**config.mk**
```make
export PLATFORM = sky130hd
export DESIGN_NAME = cpu
export DESIGN_NICKNAME = d
export VERILOG_FILES = /design/src/cpu_pkg.sv /design/src/mem_req_if.sv /design/src/inst_fetch.sv /design/src/load_store_unit.sv /design/src/mem_ctrl.sv /design/src/cpu.sv
export VERILOG_INCLUDE_DIRS = /design/src
export SDC_FILE = /design/constraint.sdc
export NUM_CORES = 1
export LEC_CHECK = 0
export ABC_CLOCK_PERIOD_IN_PS = 11200
export BUFFER_PORTS_ARGS = -buffer_cell sky130_fd_sc_hd__clkbuf_2
export CORE_ASPECT_RATIO = 2
export CORE_MARGIN = 5
export CORE_UTILIZATION = 45
export CTS_CLUSTER_SIZE = 8
export DETAILED_ROUTE_END_ITERATION = 7
export PLACE_DENSITY = 0.72
export SETUP_SLACK_MARGIN = 0.05
export SYNTH_ARGS = -nofsm -noshare
export SYNTH_HDL_FRONTEND = slang
export SYNTH_SLANG_ARGS = --single-unit
export TNS_END_PERCENT = 5
```
**constraint.sdc**
```tcl
create_clock -name clk_in -period 11.2 [get_ports clk_in]
set_input_delay 1.12 -clock clk_in [delete_from_list [all_inputs] [get_ports clk_in]]
set_output_delay 1.12 -clock clk_in [all_outputs]
set_load 0.02 [all_outputs]
```
**src/cpu_consts.svh**
```systemverilog
//////////////////////////////
// cpu memory side constants
// widths, cache geometry and the I/O select
//////////////////////////////

`ifndef CPU_CONSTS_SVH
`define CPU_CONSTS_SVH

// data and address word width
`define CPU_XLEN 32

// one word per instruction cache line
`define CPU_ICACHE_LINES 16

`define CPU_MEM_BYTES 131072

// addr[17:16] value that selects I/O
`define CPU_IO_SEL 3

`endif

```
**src/cpu_pkg.sv**
```systemverilog
//////////////////////////////
// cpu shared types
// memory op codes, access size and word view
//////////////////////////////

`default_nettype none

`include "cpu_consts.svh"

package cpu_pkg;

    // load/store operation as issued by the core
    typedef enum logic [2:0] {
        op_lb,
        op_lh,
        op_lw,
        op_lbu,
        op_lhu,
        op_sb,
        op_sh,
        op_sw
    } mem_op_t;

    // number of bytes minus one
    typedef logic [1:0] acc_size_t;

    // one bus word, whole or byte by byte (little-endian)
    typedef union packed {
        logic [`CPU_XLEN-1:0]        word;
        logic [`CPU_XLEN/8-1:0][7:0] bytes;
    } mem_word_u;

endpackage

`default_nettype wire

```
**src/mem_req_if.sv**
```systemverilog
//////////////////////////////
// memory request port
// one requester to the memory controller
//////////////////////////////

`timescale 1ns/1ps
`default_nettype none

`include "cpu_consts.svh"

interface mem_req_if;
    import cpu_pkg::*;

    // request side, held stable until done
    logic                 req;
    logic                 write;
    acc_size_t            size;
    logic [`CPU_XLEN-1:0] addr;
    logic [`CPU_XLEN-1:0] wdata;

    // one-cycle done, rdata valid with it
    logic                 done;
    mem_word_u            rdata;

    modport requester (output req, write, size, addr, wdata, input done, rdata);
    modport server (input req, write, size, addr, wdata, output done, rdata);
endinterface

`default_nettype wire

```
**src/inst_fetch.sv**
```systemverilog
//////////////////////////////
// instruction fetch unit
// direct-mapped icache, miss fill over its port
//////////////////////////////

`timescale 1ns/1ps
`default_nettype none

`include "cpu_consts.svh"

module inst_fetch (
    input  logic                 clk_in,
    input  logic                 arst_n,
    input  logic                 rdy_in,
    input  logic                 fetch_req,
    input  logic [`CPU_XLEN-1:0] fetch_pc,
    output logic                 fetch_valid,
    output logic [`CPU_XLEN-1:0] fetch_inst,
    mem_req_if.requester         mem
);
    localparam int IDX_W = $clog2(`CPU_ICACHE_LINES);
    localparam int TAG_W = `CPU_XLEN - IDX_W - 2;

    logic [TAG_W-1:0]             tag_q [`CPU_ICACHE_LINES];
    logic [`CPU_XLEN-1:0]         data_q [`CPU_ICACHE_LINES];
    logic [`CPU_ICACHE_LINES-1:0] valid_q;
    logic                         fill_q;
    logic [IDX_W-1:0]             idx;
    logic [TAG_W-1:0]             tag;
    logic                         hit;
    logic                         start;

    assign idx = fetch_pc[IDX_W+1:2];
    assign tag = fetch_pc[`CPU_XLEN-1:IDX_W+2];
    assign hit = valid_q[idx] && (tag_q[idx] == tag);

    // new request only once the previous answer has been seen
    assign start = fetch_req && !fetch_valid && !fill_q;

    // miss fill is always one aligned word
    assign mem.req   = fill_q;
    assign mem.write = 1'b0;
    assign mem.size  = 2'd3;
    assign mem.addr  = fetch_pc;
    assign mem.wdata = '0;

    always_ff @(posedge clk_in or negedge arst_n) begin
        if (!arst_n) begin
            fill_q      <= 1'b0;
            fetch_valid <= 1'b0;
            valid_q     <= '0;
        end else if (rdy_in) begin
            fetch_valid <= 1'b0;
            if (fill_q) begin
                if (mem.done) begin
                    fill_q       <= 1'b0;
                    fetch_valid  <= 1'b1;
                    valid_q[idx] <= 1'b1;
                end
            end else if (start && !hit) begin
                fill_q <= 1'b1;
            end else if (start) begin
                fetch_valid <= 1'b1;
            end
        end
    end

    // cache arrays and answer word
    always_ff @(posedge clk_in) begin
        if (rdy_in) begin
            if (fill_q && mem.done) begin
                tag_q[idx]  <= tag;
                data_q[idx] <= mem.rdata.word;
                fetch_inst  <= mem.rdata.word;
            end else if (start && hit) begin
                fetch_inst <= data_q[idx];
            end
        end
    end

    a_pc_aligned: assert property (@(posedge clk_in) disable iff (!arst_n)
        fetch_req |-> (fetch_pc[1:0] == 2'b00))
        else $error("fetch pc not word aligned");

endmodule

`default_nettype wire

```
**src/load_store_unit.sv**
```systemverilog
//////////////////////////////
// load/store unit
// maps ops onto the data port, extends loads
//////////////////////////////

`timescale 1ns/1ps
`default_nettype none

`include "cpu_consts.svh"

module load_store_unit (
    input  logic                 clk_in,
    input  logic                 arst_n,
    input  logic                 rdy_in,
    input  logic                 ls_req,
    input  cpu_pkg::mem_op_t     ls_op,
    input  logic [`CPU_XLEN-1:0] ls_addr,
    input  logic [`CPU_XLEN-1:0] ls_wdata,
    output logic                 ls_done,
    output logic [`CPU_XLEN-1:0] ls_rdata,
    mem_req_if.requester         mem
);
    import cpu_pkg::*;

    logic                 is_store;
    acc_size_t            size;
    logic [`CPU_XLEN-1:0] rd;
    logic [`CPU_XLEN-1:0] load_val;

    always_comb begin
        is_store = 1'b0;
        size     = 2'd3;
        case (ls_op)
            op_lb, op_lbu: size = 2'd0;
            op_lh, op_lhu: size = 2'd1;
            op_sb: begin
                is_store = 1'b1;
                size     = 2'd0;
            end
            op_sh: begin
                is_store = 1'b1;
                size     = 2'd1;
            end
            op_sw: is_store = 1'b1;
            default: ;
        endcase
    end

    // held off during the done cycle so the same op is not issued twice
    assign mem.req   = ls_req && !ls_done;
    assign mem.write = is_store;
    assign mem.size  = size;
    assign mem.addr  = ls_addr;
    assign mem.wdata = ls_wdata;

    assign rd = mem.rdata.word;

    always_comb begin
        case (ls_op)
            op_lb:   load_val = {{24{rd[7]}}, rd[7:0]};
            op_lh:   load_val = {{16{rd[15]}}, rd[15:0]};
            op_lbu:  load_val = {24'b0, rd[7:0]};
            op_lhu:  load_val = {16'b0, rd[15:0]};
            op_lw:   load_val = rd;
            default: load_val = '0;
        endcase
    end

    always_ff @(posedge clk_in or negedge arst_n) begin
        if (!arst_n) begin
            ls_done <= 1'b0;
        end else if (rdy_in) begin
            ls_done <= mem.done;
        end
    end

    always_ff @(posedge clk_in) begin
        if (rdy_in && mem.done) begin
            ls_rdata <= load_val;
        end
    end

    // size is bytes minus one, so it doubles as the alignment mask
    a_addr_aligned: assert property (@(posedge clk_in) disable iff (!arst_n)
        ls_req |-> ((ls_addr[1:0] & size) == 2'b00))
        else $error("load/store address not aligned to access size");

endmodule

`default_nettype wire

```
**src/mem_ctrl.sv**
```systemverilog
//////////////////////////////
// memory controller
// arbitrates fetch and data onto the byte bus
//////////////////////////////

`timescale 1ns/1ps
`default_nettype none

`include "cpu_consts.svh"

module mem_ctrl (
    input  logic                 clk_in,
    input  logic                 arst_n,
    input  logic                 rdy_in,
    input  logic [7:0]           mem_din,
    output logic [7:0]           mem_dout,
    output logic [`CPU_XLEN-1:0] mem_a,
    output logic                 mem_wr,
    input  logic                 io_buffer_full,
    mem_req_if.server            ifetch,
    mem_req_if.server            data
);
    import cpu_pkg::*;

    logic                 busy_q;
    logic                 grant_data_q;
    logic [2:0]           cnt_q;
    logic                 rd_vld_q;
    logic [1:0]           rd_idx_q;
    mem_word_u            asm_q;
    mem_word_u            rd_word;
    mem_word_u            sel_wdata;
    logic                 sel_write;
    acc_size_t            sel_size;
    logic [`CPU_XLEN-1:0] sel_addr;
    logic [2:0]           last_cnt;
    logic                 byte_phase;
    logic                 done_phase;
    logic                 io_block;

    // granted port holds its fields until done
    assign sel_write      = grant_data_q ? data.write : ifetch.write;
    assign sel_size       = grant_data_q ? data.size : ifetch.size;
    assign sel_addr       = grant_data_q ? data.addr : ifetch.addr;
    assign sel_wdata.word = grant_data_q ? data.wdata : ifetch.wdata;

    // cnt 0..size moves bytes, cnt size+1 is the done cycle
    assign last_cnt   = {1'b0, sel_size};
    assign byte_phase = busy_q && (cnt_q <= last_cnt);
    assign done_phase = busy_q && (cnt_q == last_cnt + 3'd1);

    assign mem_a    = byte_phase ? sel_addr + `CPU_XLEN'(cnt_q) : '0;
    assign mem_dout = sel_wdata.bytes[cnt_q[1:0]];

    // uart side cannot take a byte
    assign io_block = sel_write && io_buffer_full
                      && (mem_a[17:16] == 2'(`CPU_IO_SEL));
    assign mem_wr   = byte_phase && sel_write && !io_block && rdy_in;

    // last byte comes straight off the bus
    always_comb begin
        rd_word = asm_q;
        if (rd_vld_q) begin
            rd_word.bytes[rd_idx_q] = mem_din;
        end
    end

    assign ifetch.done  = done_phase && rdy_in && !grant_data_q;
    assign data.done    = done_phase && rdy_in && grant_data_q;
    assign ifetch.rdata = rd_word;
    assign data.rdata   = rd_word;

    // data port has fixed priority, no preemption once busy
    always_ff @(posedge clk_in or negedge arst_n) begin
        if (!arst_n) begin
            busy_q       <= 1'b0;
            grant_data_q <= 1'b0;
            cnt_q        <= '0;
        end else if (rdy_in) begin
            if (!busy_q) begin
                if (data.req || ifetch.req) begin
                    busy_q       <= 1'b1;
                    grant_data_q <= data.req;
                    cnt_q        <= '0;
                end
            end else if (done_phase) begin
                busy_q <= 1'b0;
            end else if (!io_block) begin
                cnt_q <= cnt_q + 3'd1;
            end
        end
    end

    // memory answers one cycle later whether or not the cpu is paused
    always_ff @(posedge clk_in or negedge arst_n) begin
        if (!arst_n) begin
            rd_vld_q <= 1'b0;
            rd_idx_q <= '0;
        end else begin
            rd_vld_q <= byte_phase && !sel_write;
            rd_idx_q <= cnt_q[1:0];
        end
    end

    always_ff @(posedge clk_in) begin
        if (!busy_q) begin
            asm_q.word <= '0;
        end
        if (rd_vld_q) begin
            asm_q.bytes[rd_idx_q] <= mem_din;
        end
    end

    // a blocked I/O write keeps its byte address until the buffer drains
    a_io_wait_holds: assert property (@(posedge clk_in) disable iff (!arst_n)
        io_block |=> $stable(mem_a))
        else $error("I/O write address moved while blocked");

    // done only answers a port that still requests
    a_done_to_req: assert property (@(posedge clk_in) disable iff (!arst_n)
        !(ifetch.done && !ifetch.req) && !(data.done && !data.req))
        else $error("done raised to a port without a request");

endmodule

`default_nettype wire

```
**src/cpu.sv**
```systemverilog
//////////////////////////////
// cpu memory side top
// fetch, load/store and memory controller
//////////////////////////////

`timescale 1ns/1ps
`default_nettype none

`include "cpu_consts.svh"

module cpu (
    input  logic                 clk_in,
    input  logic                 arst_n,
    // pauses everything when low
    input  logic                 rdy_in,
    input  logic [7:0]           mem_din,
    output logic [7:0]           mem_dout,
    output logic [`CPU_XLEN-1:0] mem_a,
    output logic                 mem_wr,
    input  logic                 io_buffer_full,
    input  logic                 fetch_req,
    input  logic [`CPU_XLEN-1:0] fetch_pc,
    output logic                 fetch_valid,
    output logic [`CPU_XLEN-1:0] fetch_inst,
    input  logic                 ls_req,
    input  cpu_pkg::mem_op_t     ls_op,
    input  logic [`CPU_XLEN-1:0] ls_addr,
    input  logic [`CPU_XLEN-1:0] ls_wdata,
    output logic                 ls_done,
    output logic [`CPU_XLEN-1:0] ls_rdata
);
    mem_req_if ifetch_port ();
    mem_req_if data_port ();

    inst_fetch inst_fetch_i (
        .clk_in      (clk_in),
        .arst_n      (arst_n),
        .rdy_in      (rdy_in),
        .fetch_req   (fetch_req),
        .fetch_pc    (fetch_pc),
        .fetch_valid (fetch_valid),
        .fetch_inst  (fetch_inst),
        .mem         (ifetch_port)
    );

    load_store_unit load_store_unit_i (
        .clk_in   (clk_in),
        .arst_n   (arst_n),
        .rdy_in   (rdy_in),
        .ls_req   (ls_req),
        .ls_op    (ls_op),
        .ls_addr  (ls_addr),
        .ls_wdata (ls_wdata),
        .ls_done  (ls_done),
        .ls_rdata (ls_rdata),
        .mem      (data_port)
    );

    mem_ctrl mem_ctrl_i (
        .clk_in         (clk_in),
        .arst_n         (arst_n),
        .rdy_in         (rdy_in),
        .mem_din        (mem_din),
        .mem_dout       (mem_dout),
        .mem_a          (mem_a),
        .mem_wr         (mem_wr),
        .io_buffer_full (io_buffer_full),
        .ifetch         (ifetch_port),
        .data           (data_port)
    );

endmodule

`default_nettype wire

```
# Yosys cells after proc, flatten, opt, wreduce, memory -nomap -nowiden
# Memories as Yosys holds them, arrays and structs flattened. A register that Yosys moved wholly into a read port is not among the register bits.
# Index checks and enable logic that the tools add are counted.
# op_classes
addsub	3
magnitude_cmp	6
eq_ne	12
muxes	38
bitwise	2
reduce_logical	39
# ops
cell	count
2-to-1 mux 32 bit	6
one-hot mux 32 bit (5 select lines)	1
bitwise mux 32 bit	2
adder 32 x 3 -> 32 bit	1
== test 26 bit	1
logical AND 1 bit	21
2-to-1 mux 1 bit	17
binary-select mux 8 bit (select 2 bit)	1
demux 8 bit (select 2 bit)	1
2-to-1 mux 8 bit	2
bitwise OR 16 bit	1
== test 3 bit, second input constant	4
2-to-1 mux 3 bit	4
OR reduction 3 bit	3
zero test 1 bit	7
== test 3 x 2 -> 1 bit, second input constant	2
less-than comparator 2 x 3 -> 1 bit, second input constant	2
AND reduction 3 bit	2
less-than comparator 4 x 5 -> 1 bit, second input constant	1
binary-select mux 1 bit (select 4 bit)	1
demux 1 bit (select 4 bit)	1
greater-or-equal comparator 4 x 1 -> 1 bit, second input constant	1
!= test 2 bit, second input constant	2
one-hot mux 2 bit (2 select lines)	1
other kinds (14)	15
# totals
register_bits	91
mem_bits_rw	928
word_cells	113
mem_count	2
# mem_list
name	depth	width	rd	rd_clocked_by_memory_dff	write_ports	line	text
inst_fetch_i.data_q	16	32	1	1	1	inst_fetch.sv:25	logic [`CPU_XLEN-1:0] data_q [`CPU_ICACHE_LINES];
inst_fetch_i.tag_q	16	26	1	0	1	inst_fetch.sv:24	logic [TAG_W-1:0] tag_q [`CPU_ICACHE_LINES];

# Longest topological paths before layout
# Gate-level depths: netlist of run 1.
# logic_depth
word_depth	13
ltp_mapped	18
mapped_depth_nobuf	11

# Hierarchy
# A second synthesis of run 1 with hierarchy kept.
# hier_totals
cells_unflattened	2421
area_unflattened_um2	44679.1
# modules_own_cells
module	n_inst	cells_each	area_each_um2
inst_fetch	1	1785	38400.6
mem_ctrl	1	439	3920.0
load_store_unit	1	197	2358.5

# Least setup slack after synthesis of run 1
# OpenSTA, ideal clock, no wires.
# synth_timing
kind	flip-flop to flip-flop
start	reg mem_ctrl_i.grant_data_q
end	mem inst_fetch_i.data_q[10][0] (netlist name), enable pin
setup_ps	474
arrival_time_ps	6281
required_time_ps	10726
setup_slack_ps	4444
path_stages_with_launch	17
path_cell_list	dfrtp_1 buf_2 buf_1 clkbuf_1 buf_2 buf_1 buf_2 clkbuf_1 nand2_1 ha_1 nor2_1 o211ai_1 or3_1 clkbuf_1 or3b_2 clkbuf_1 nor2_1
# synth_between
elab_chain_len	10
# synth_lines
item	line	text
start, declared	mem_ctrl.sv:26	logic grant_data_q;
start signal, assigned	mem_ctrl.sv:83	grant_data_q <= data.req;
2-to-1 mux 2 bit	mem_ctrl.sv:43	assign sel_size = grant_data_q ? data.size : ifetch.size;
adder 2 x 1 -> 3 bit	mem_ctrl.sv:50	assign done_phase = busy_q && (cnt_q == last_cnt + 3'd1);
== test 3 bit	mem_ctrl.sv:50	
logical AND 1 bit	mem_ctrl.sv:50	
logical AND 1 bit	mem_ctrl.sv:68	assign ifetch.done = done_phase && rdy_in && !grant_data_q;
logical AND 1 bit (*)	mem_ctrl.sv:68	
logical AND 1 bit (*)	inst_fetch.sv:71	if (fill_q && mem.done) begin
2-to-1 mux 1 bit (*)	inst_fetch.sv:71	
2-to-1 mux 1 bit (*)	inst_fetch.sv:70	if (rdy_in) begin
2-to-1 mux 1 bit (not written as such) (*)	inst_fetch.sv:73	data_q[idx] <= mem.rdata.word;
end, declared	inst_fetch.sv:25	
# Every way passes the cells marked *; elsewhere a longest branch is shown, timed or not.

# Worst setup path after layout of run 1
# layout_timing
start	reg mem_ctrl_i.grant_data_q
end	out mem_a[26]
# layout_between
elab_chain_len	4
# layout_lines
item	line	text
parallel branches: the longest is 3 deep, another holds adder 32 x 3 -> 32 bit	n/a	
2-to-1 mux 32 bit (*)	mem_ctrl.sv:52	assign mem_a = byte_phase ? sel_addr + `CPU_XLEN'(cnt_q) : '0;
end, declared	cpu.sv:18	output logic [`CPU_XLEN-1:0] mem_a,
# Mark *: on every way between the ends.

==> results of run 1 <==
[stage by stage]
step	util, %	cell area (um^2)	setup WS, ps	power (mW)	instances
after floorplan	-	42400	4440	6.02	2159
after global placement	47.9	44900	5290	6.61	3498
after CTS	52.4	49100	5110	10.8	3717
after global routing	52.4	49100	4750	11.1	3719
after detailed placement	47.9	44900	5210	6.68	3498
final	52.4	49100	5060	10.7	3719
[power groups by stage]
| stage | clock (mW) | combinational (mW) | sequential (mW) |
|---|---|---|---|
| 2_1_floorplan | 0 | 1.09 | 4.92 |
| 3_3_place_gp | 0 | 1.67 | 4.95 |
| 3_5_place_dp | 0 | 1.73 | 4.96 |
| 4_1_cts | 4.16 | 1.74 | 4.89 |
| 6_report | 4.10 | 1.73 | 4.89 |
| 5_1_grt | 4.34 | 1.87 | 4.90 |
[layout make-up]
cell class                      instances  area share, %
Inverter                               54          0.415
Multi-Input combinational cell        930           21.7
Timing Repair Buffer                  256           2.86
Sequential cell                      1051           63.3
Antenna cell                            2         0.0102
Clock inverter                          8          0.217
Clock buffer                          211           8.41
Tap cell                             1207           3.08
[flip-flops by register name, indices dropped and copies added (netlist names)]
name,count
load_store_unit_i.ls_rdata,32
inst_fetch_i.fetch_valid,1
inst_fetch_i.mem.req,1
mem_ctrl_i.cnt_q,3
mem_ctrl_i.grant_data_q,1
inst_fetch_i.valid_q,16
mem_ctrl_i.asm_q,32
inst_fetch_i.tag_q,416
mem_ctrl_i.rd_vld_q,1
mem_ctrl_i.rd_idx_q,2
inst_fetch_i.fetch_inst,32
load_store_unit_i.ls_done,1
mem_ctrl_i.busy_q,1
inst_fetch_i.data_q,512
[cell usage in the layout, fill, tap and decap left out, types with 7 or more instances in the layout]
master | synthesis | final
clkbuf_2 | 0 | 216
edfxtp_1 | 992 | 992
nand4_1 | 7 | 7
mux2i_1 | 94 | 94
buf_4 | 11 | 36
xnor2_1 | 27 | 27
a211oi_1 | 9 | 9
and2_1 | 15 | 15
dfrtp_1 | 27 | 26
nand2b_1 | 7 | 7
nor2_4 | 0 | 17
or3_1 | 10 | 9
xor2_1 | 17 | 17
o21bai_1 | 17 | 17
mux4_2 | 264 | 264
mux2_2 | 14 | 14
and3_1 | 10 | 10
clkbuf_16 | 0 | 157
nand2_1 | 59 | 59
clkbuf_1 | 70 | 54
o22ai_1 | 17 | 17
a22o_1 | 34 | 34
dfxtp_1 | 32 | 32
a22oi_1 | 12 | 12
nor2_1 | 78 | 61
nand3_1 | 23 | 23
a21oi_1 | 20 | 20
nor3_1 | 13 | 13
o21ai_0 | 77 | 76
inv_1 | 52 | 52
nor2b_1 | 13 | 13
nand3b_1 | 8 | 8
[metal layers]
| layer | wire [um] | vias up | track usage (%) |
|---|---|---|---|
| met2 | 57500 | 1161 | 37.9 |
| met5 | 0 | - | 0 |
| met3 | 7670 | 264 | 4.36 |
| li1 | - | 9380 | - |
| met4 | 5320 | 0 | 10.2 |
| met1 | 37500 | 11700 | 24.9 |
[critical path: cells and delay by family, from the launching register on]
family / cells / cell delay (ps)
DFF: 1 / 350
AOI/OAI and AO/OA: 1 / 570
xor gates and xnor gates: 1 / 140
muxes: 1 / 290
adders and majority gates: 2 / 610
buffers and inverters: 3 / 860
and+or+nand+nor: 5 / 1480
[worst paths after layout]
| check | from | endpoint | slack (ps) | cells after the start |
|---|---|---|---|---|
| max | mem_ctrl_i.grant_data_q | mem_a[26] | 5060 | 13 |
| min | mem_ctrl_i.asm_q[26] | mem_ctrl_i.asm_q[26] | 470 | 1 |
| max reg2reg | mem_ctrl_i.cnt_q[1] | inst_fetch_i.tag_q[5][25] | 5790 | 9 |
| min reg2reg | mem_ctrl_i.asm_q[26] | mem_ctrl_i.asm_q[26] | 470 | 1 |
| max in group asynchronous | arst_n | mem_ctrl_i.grant_data_q | 10180 | 1 |
| min in group asynchronous | arst_n | mem_ctrl_i.grant_data_q | 490 | 1 |
[cells by family after synthesis]
| group | Yosys count | share of synthesized area (%) |
|---|---|---|
| flip-flops | 1051 | 73.4 |
| multiplexers | 372 | 16.6 |
| AND/OR/NAND/NOR | 271 | 3.22 |
| AO/OA/AOI/OAI | 236 | 3.79 |
| XOR/XNOR | 44 | 0.910 |
| adder cells (fa/ha/maj) | 7 | 0.224 |
| buffers and inverters | 178 | 1.81 |
==> reports/results.tsv, run 1 <==
metric	value	unit
setup bufs post-CTS	0	
layout cells sized above 1	29.2	%
clk_skew	20.3	ps
status	finished, final reports clean	
fin crit period	6140	ps
Fin Setup TNS	0	ps
Sequential Power Share	45.6	%
Comb pwr share	16.2	%
post_cts resized	0	
H-tree Lvls	4	
Crit Path Category	register to primary output	
slowest cell delay on critical path	610	ps
All-Layer GR Usage	21.5	%
GRT overflow	0	
Clock Tree Root	clkbuf_16	
CP required	10080	ps
Leakage	16.6	nW
Hold WC Path Type	register to register	
routability congestion estimate	0.914	
EDFF count, synth	992	
Die W	227	um
# hold bufs at CTS	0	
DPL Wire Length	66100	um
Fill cells	7118	
most frequent cell after synthesis	edfxtp_1	
CP Max Fanout	71	
Max VDD drop	0.155	mV
Worst-path clk slew	50	ps
Fmax achieved	163	MHz
final setup fails	0	
drt pass-1 iters	5	
YS warnings	0	
CTS tree	built	
Initial Util	45.2	%
Max transition margin	19.1	%
prevailing post-synth register cell	edfxtp_1	
Sw Pwr	2.88	mW
Synth area leaders	edfxtp_1 70%, mux4_2 14%, mux2i_1 2.2%	
DR WL/cell	29.0	um
Setup crit start kind	register	
Sw Ratio	26.8	%
Antenna Nets Post-Route	0	
share of synthesized registers carrying an async set or reset	2.57	%
RSZ-0062 raised after global routing	no	
Vias/cell	6.05	
drt drc	0	
Crit-path slowest cell	buf_4	
FF/Latch Area	31100	um^2
Clk pwr share	38.2	%
vias in the first global route	24500	
sequential area share after synthesis	73.4	%
Worst-Skew Late Latency	710	ps
Synth top area share	70.3	%
die height	444	um
via count	22500	
critical-path cell list	buf_4, mux2_2, ha_1, inv_1, fa_1, nand2b_1, a211oi_1, and2_1, and2_1, nor3b_1, xor2_1, nor2_1, clkbuf_2	
Area Growth Syn to Fin	15.9	%
period utilisation layout	54.8	%
Worst-Margin Slew	1210	ps
pin count of the biggest net entering global routing	118	
Yosys reg bits	1051	
internal cell power	7.84	mW
die footprint	101000	um^2
row count	159	
Slew Limit Fails	0	
Longest Clk Path Bufs	3	
number of CTS-inserted buffers	149	
hold slack final	473	ps
synthesized area per cell	19.6	um^2
initial drt markers	2166	
# IOs	220	
Cell Pwr Density	218	nW/um^2
WL final	108000	um
first-pass GRT wire length	160000	um
port buffer count	219	
multi-input logic area	10600	um^2
max-cap viol count	0	
Commonest cells post-synth	992 x edfxtp_1, 264 x mux4_2, 94 x mux2i_1	
Synth area leader	edfxtp_1	
cell area after synthesis	42400	um^2
crit-path most repeated cell	and2_1	
CTS Sinks	1051	
initial antenna violation count	2	
crit path DAT	5020	ps
Synthesized Nets	2279	
Cells after Synth	2159	
Synth cell types	72	
Layout Nets	2562	
Final Hold Vio Count	0	
crit end category	primary output	
Core Region	93700	um^2
(Power assumes the default switching activity.)
==> run 2, diff against run 1 <==
--- a/config.mk
+++ b/config.mk
@@ -6,14 +6,14 @@
 export SDC_FILE = /design/constraint.sdc
 export NUM_CORES = 1
 export LEC_CHECK = 0
-export ABC_CLOCK_PERIOD_IN_PS = 11200
+export ABC_CLOCK_PERIOD_IN_PS = 5300
 export BUFFER_PORTS_ARGS = -buffer_cell sky130_fd_sc_hd__clkbuf_2
 export CORE_ASPECT_RATIO = 2
 export CORE_MARGIN = 5
 export CORE_UTILIZATION = 45
 export CTS_CLUSTER_SIZE = 8
 export DETAILED_ROUTE_END_ITERATION = 7
-export PLACE_DENSITY = 0.72
+export PLACE_DENSITY = 0.74
 export SETUP_SLACK_MARGIN = 0.05
 export SYNTH_ARGS = -nofsm -noshare
 export SYNTH_HDL_FRONTEND = slang
==> constraint.sdc (replaced) <==
create_clock -name clk_in -period 5.3 [get_ports clk_in]
set_input_delay 0.53 -clock clk_in [delete_from_list [all_inputs] [get_ports clk_in]]
set_output_delay 0.53 -clock clk_in [all_outputs]
set_load 0.02 [all_outputs]
==> run 2 against run 1 <==
  * Clock-buffer cell count fell by 1
  * Critical path type unchanged
  * Cell count increased by 1.2%
  * Sequential share of layout area decreased by 0.66 points
  * Highest routed layer unchanged
  * Critical path depth is 2 lower
  * First-iteration DRC count up 20%
==> reports/results.tsv, run 2 (synthesized netlist as in run 1, its figures left out) <==
metric	value	unit	change
Sw Ratio	28.3	%	was 26.8%
first-pass GRT wire length	169000	um	was 160000 um
die height	444	um	unchanged
drt pass-1 iters	5		unchanged
RSZ-0062 raised after global routing	no		unchanged
pin count of the biggest net entering global routing	68		was 118
Crit Path Category	register to primary output		unchanged
CTS Sinks	1051		unchanged
Clk pwr share	37.9	%	was 38.2%
internal cell power	16.5	mW	was 7.84 mW
max-cap viol count	0		unchanged
port buffer count	219		unchanged
Worst-Margin Slew	1090	ps	was 1210 ps
die footprint	101000	um^2	unchanged
DPL Wire Length	76300	um	was 66100 um
Leakage	16.8	nW	was 16.6 nW
max reg flops	512		unchanged
number of CTS-inserted buffers	149		unchanged
multi-input logic area	10600	um^2	unchanged
most frequent cells in the layout	992 x edfxtp_1, 264 x mux4_2, 216 x clkbuf_2		unchanged
setup bufs post-CTS	0		unchanged
fin crit period	5020	ps	
DR WL/cell	31.1	um	was 29.0 um
Die W	227	um	unchanged
biggest registers after layout	inst_fetch_i.data_q: 512 flops, inst_fetch_i.tag_q: 416 flops		unchanged
Max VDD drop	0.323	mV	was 0.155 mV
CP Max Fanout	28		was 71
CP required	4770	ps	was 10080 ps
status	finished, final reports clean		unchanged
Max transition margin	26.9	%	was 19.1%
Layout Nets	2600		was 2562
total power	23.0	mW	was 10.7 mW
Core Region	93700	um^2	unchanged
row count	159		unchanged
Worst-path clk slew	50	ps	about the same
via count	23000		was 22500
GRT overflow	0		unchanged
period utilisation layout	94.7	%	
Fin Setup TNS	0	ps	unchanged
Crit-path slowest cell	dfrtp_4		was buf_4
commonest non-fill, non-tap cell in the layout	edfxtp_1		unchanged
clk_skew	32.6	ps	was 20.3 ps
crit path DAT	4490	ps	was 5020 ps
initial drt markers	2605		was 2166
Setup crit start kind	register		unchanged
pre-CTS setup slack	996	ps	was 5210 ps
crit end category	primary output		unchanged
Final Hold Vio Count	0		unchanged
Clock Tree Root	clkbuf_16		unchanged
Area Growth Syn to Fin	17.1	%	was 15.9%
Antenna Nets Post-Route	0		unchanged
layout cells sized above 1	30.1	%	was 29.2%
fin util	53.0	%	was 52.4%
vias in the first global route	24700		was 24500
CTS tree	built		unchanged
WL final	117000	um	was 108000 um
Slew Limit Fails	0		unchanged
Vias/cell	6.10		was 6.05
Initial Util	45.2	%	unchanged
final setup fails	0		unchanged
routability congestion estimate	0.935		was 0.914
Fill cells	7063		was 7118
Sequential Power Share	44.9	%	was 45.6%
Hold WC Path Type	input pin to register		was register to register
drt drc	0		unchanged
slowest cell delay on critical path	640	ps	was 610 ps
Sw Pwr	6.52	mW	was 2.88 mW
Fmax achieved	199	MHz	
initial antenna violation count	3		was 2
Longest Clk Path Bufs	3		unchanged
# IOs	220		unchanged
Reg with most FFs	inst_fetch_i.data_q		unchanged
FF/Latch Area	31100	um^2	about the same
Cell Pwr Density	464	nW/um^2	was 218 nW/um^2
crit-path most repeated cell	a211oi_1		was and2_1
critical-path cell list	mux2_2, ha_1, inv_1, fa_1, nand2b_1, a211oi_1, nand4_1, a211oi_1, a41oi_2, and4_1, clkbuf_2		was buf_4, mux2_2, ha_1, inv_1, fa_1, nand2b_1, a211oi_1, and2_1, and2_1, nor3b_1, xor2_1, nor2_1, clkbuf_2
Worst-Skew Late Latency	740	ps	was 710 ps
All-Layer GR Usage	23.3	%	was 21.5%
final worst setup slack	282	ps	was 5060 ps
Comb pwr share	17.3	%	was 16.2%
H-tree Lvls	4		unchanged
hold slack final	177	ps	was 473 ps
[run 2: cell count changes in the layout (fill, tap and decap cells not counted), sizes merged]
cell         previous run  this run
buf                    40        76
dlygate4sd3             0         1
inv                    57        56
diode                   2         4
clkinv                  4        12
[run 2: worst paths after layout]
| path | start | to | slack (ps) | cells after the start |
|---|---|---|---|---|
| worst max-delay path | mem_ctrl_i.grant_data_q | mem_wr | 280 | 11 |
| worst min-delay path | mem_din[7] | mem_ctrl_i.asm_q[31] | 180 | 2 |
| worst max register to register | mem_ctrl_i.grant_data_q | inst_fetch_i.data_q[2][12] | 1220 | 7 |
| worst min register to register | mem_ctrl_i.asm_q[5] | mem_ctrl_i.asm_q[5] | 470 | 1 |
| max in group asynchronous | arst_n | mem_ctrl_i.grant_data_q | 4130 | 2 |
| min in group asynchronous | arst_n | inst_fetch_i.valid_q[0] | 490 | 2 |
[run 2: power by group through the flow]
stage          Combinational (mW)  Sequential, mW  Clock [mW]
2_1_floorplan                2.31            10.4           0
4_1_cts                      3.98            10.3        8.84
5_1_grt                      4.20            10.3        9.22
6_report                     3.97            10.3        8.72
3_5_place_dp                 3.94            10.5           0
3_3_place_gp                 3.82            10.4           0
[run 2: routing by layer]
| layer | vias to the layer above | part of all wire (%) | wire (um) | track usage, % |
|---|---|---|---|---|
| met5 | - | 0 | 0 | 0 |
| met4 | 0 | 7.8 | 9100 | 14.9 |
| met3 | 352 | 6.9 | 8040 | 4.01 |
| met2 | 1289 | 53 | 62100 | 41.0 |
| met1 | 11900 | 32 | 37800 | 25.8 |
| li1 | 9446 | - | - | - |
[run 2: stage by stage]
stage,cell area (um^2),instances
after floorplan,42400,2159
after global placement,45300,3535
after detailed placement,45300,3535
after CTS,49600,3761
after global routing,49600,3762
final,49600,3765
[run 2: area by class of cell]
class | instances | area share [%]
antenna | 4 | 0.0202
clock inverter | 15 | 0.648
tap | 1207 | 3.04
sequential | 1051 | 62.7
clock buffer | 210 | 8.02
multi-input combinational | 930 | 21.4
timing repair buffer | 294 | 3.74
inverter | 54 | 0.411
[run 2: repair_timing]
action                                 4_1_cts  5_1_grt
gates resized for setup                      0        1
endpoints found under the hold margin       27        0
hold buffers                                 1        0
setup endpoints to repair                    0        7
[run 2: critical path: cells and delay by family (launching register included)]
| kind | cells | cell delay (ps) |
|---|---|---|
| compound gates | 3 | 1250 |
| fa+ha+maj | 2 | 580 |
| buf+inv | 2 | 220 |
| flops | 1 | 640 |
| mux | 1 | 310 |
| simple gates | 3 | 740 |
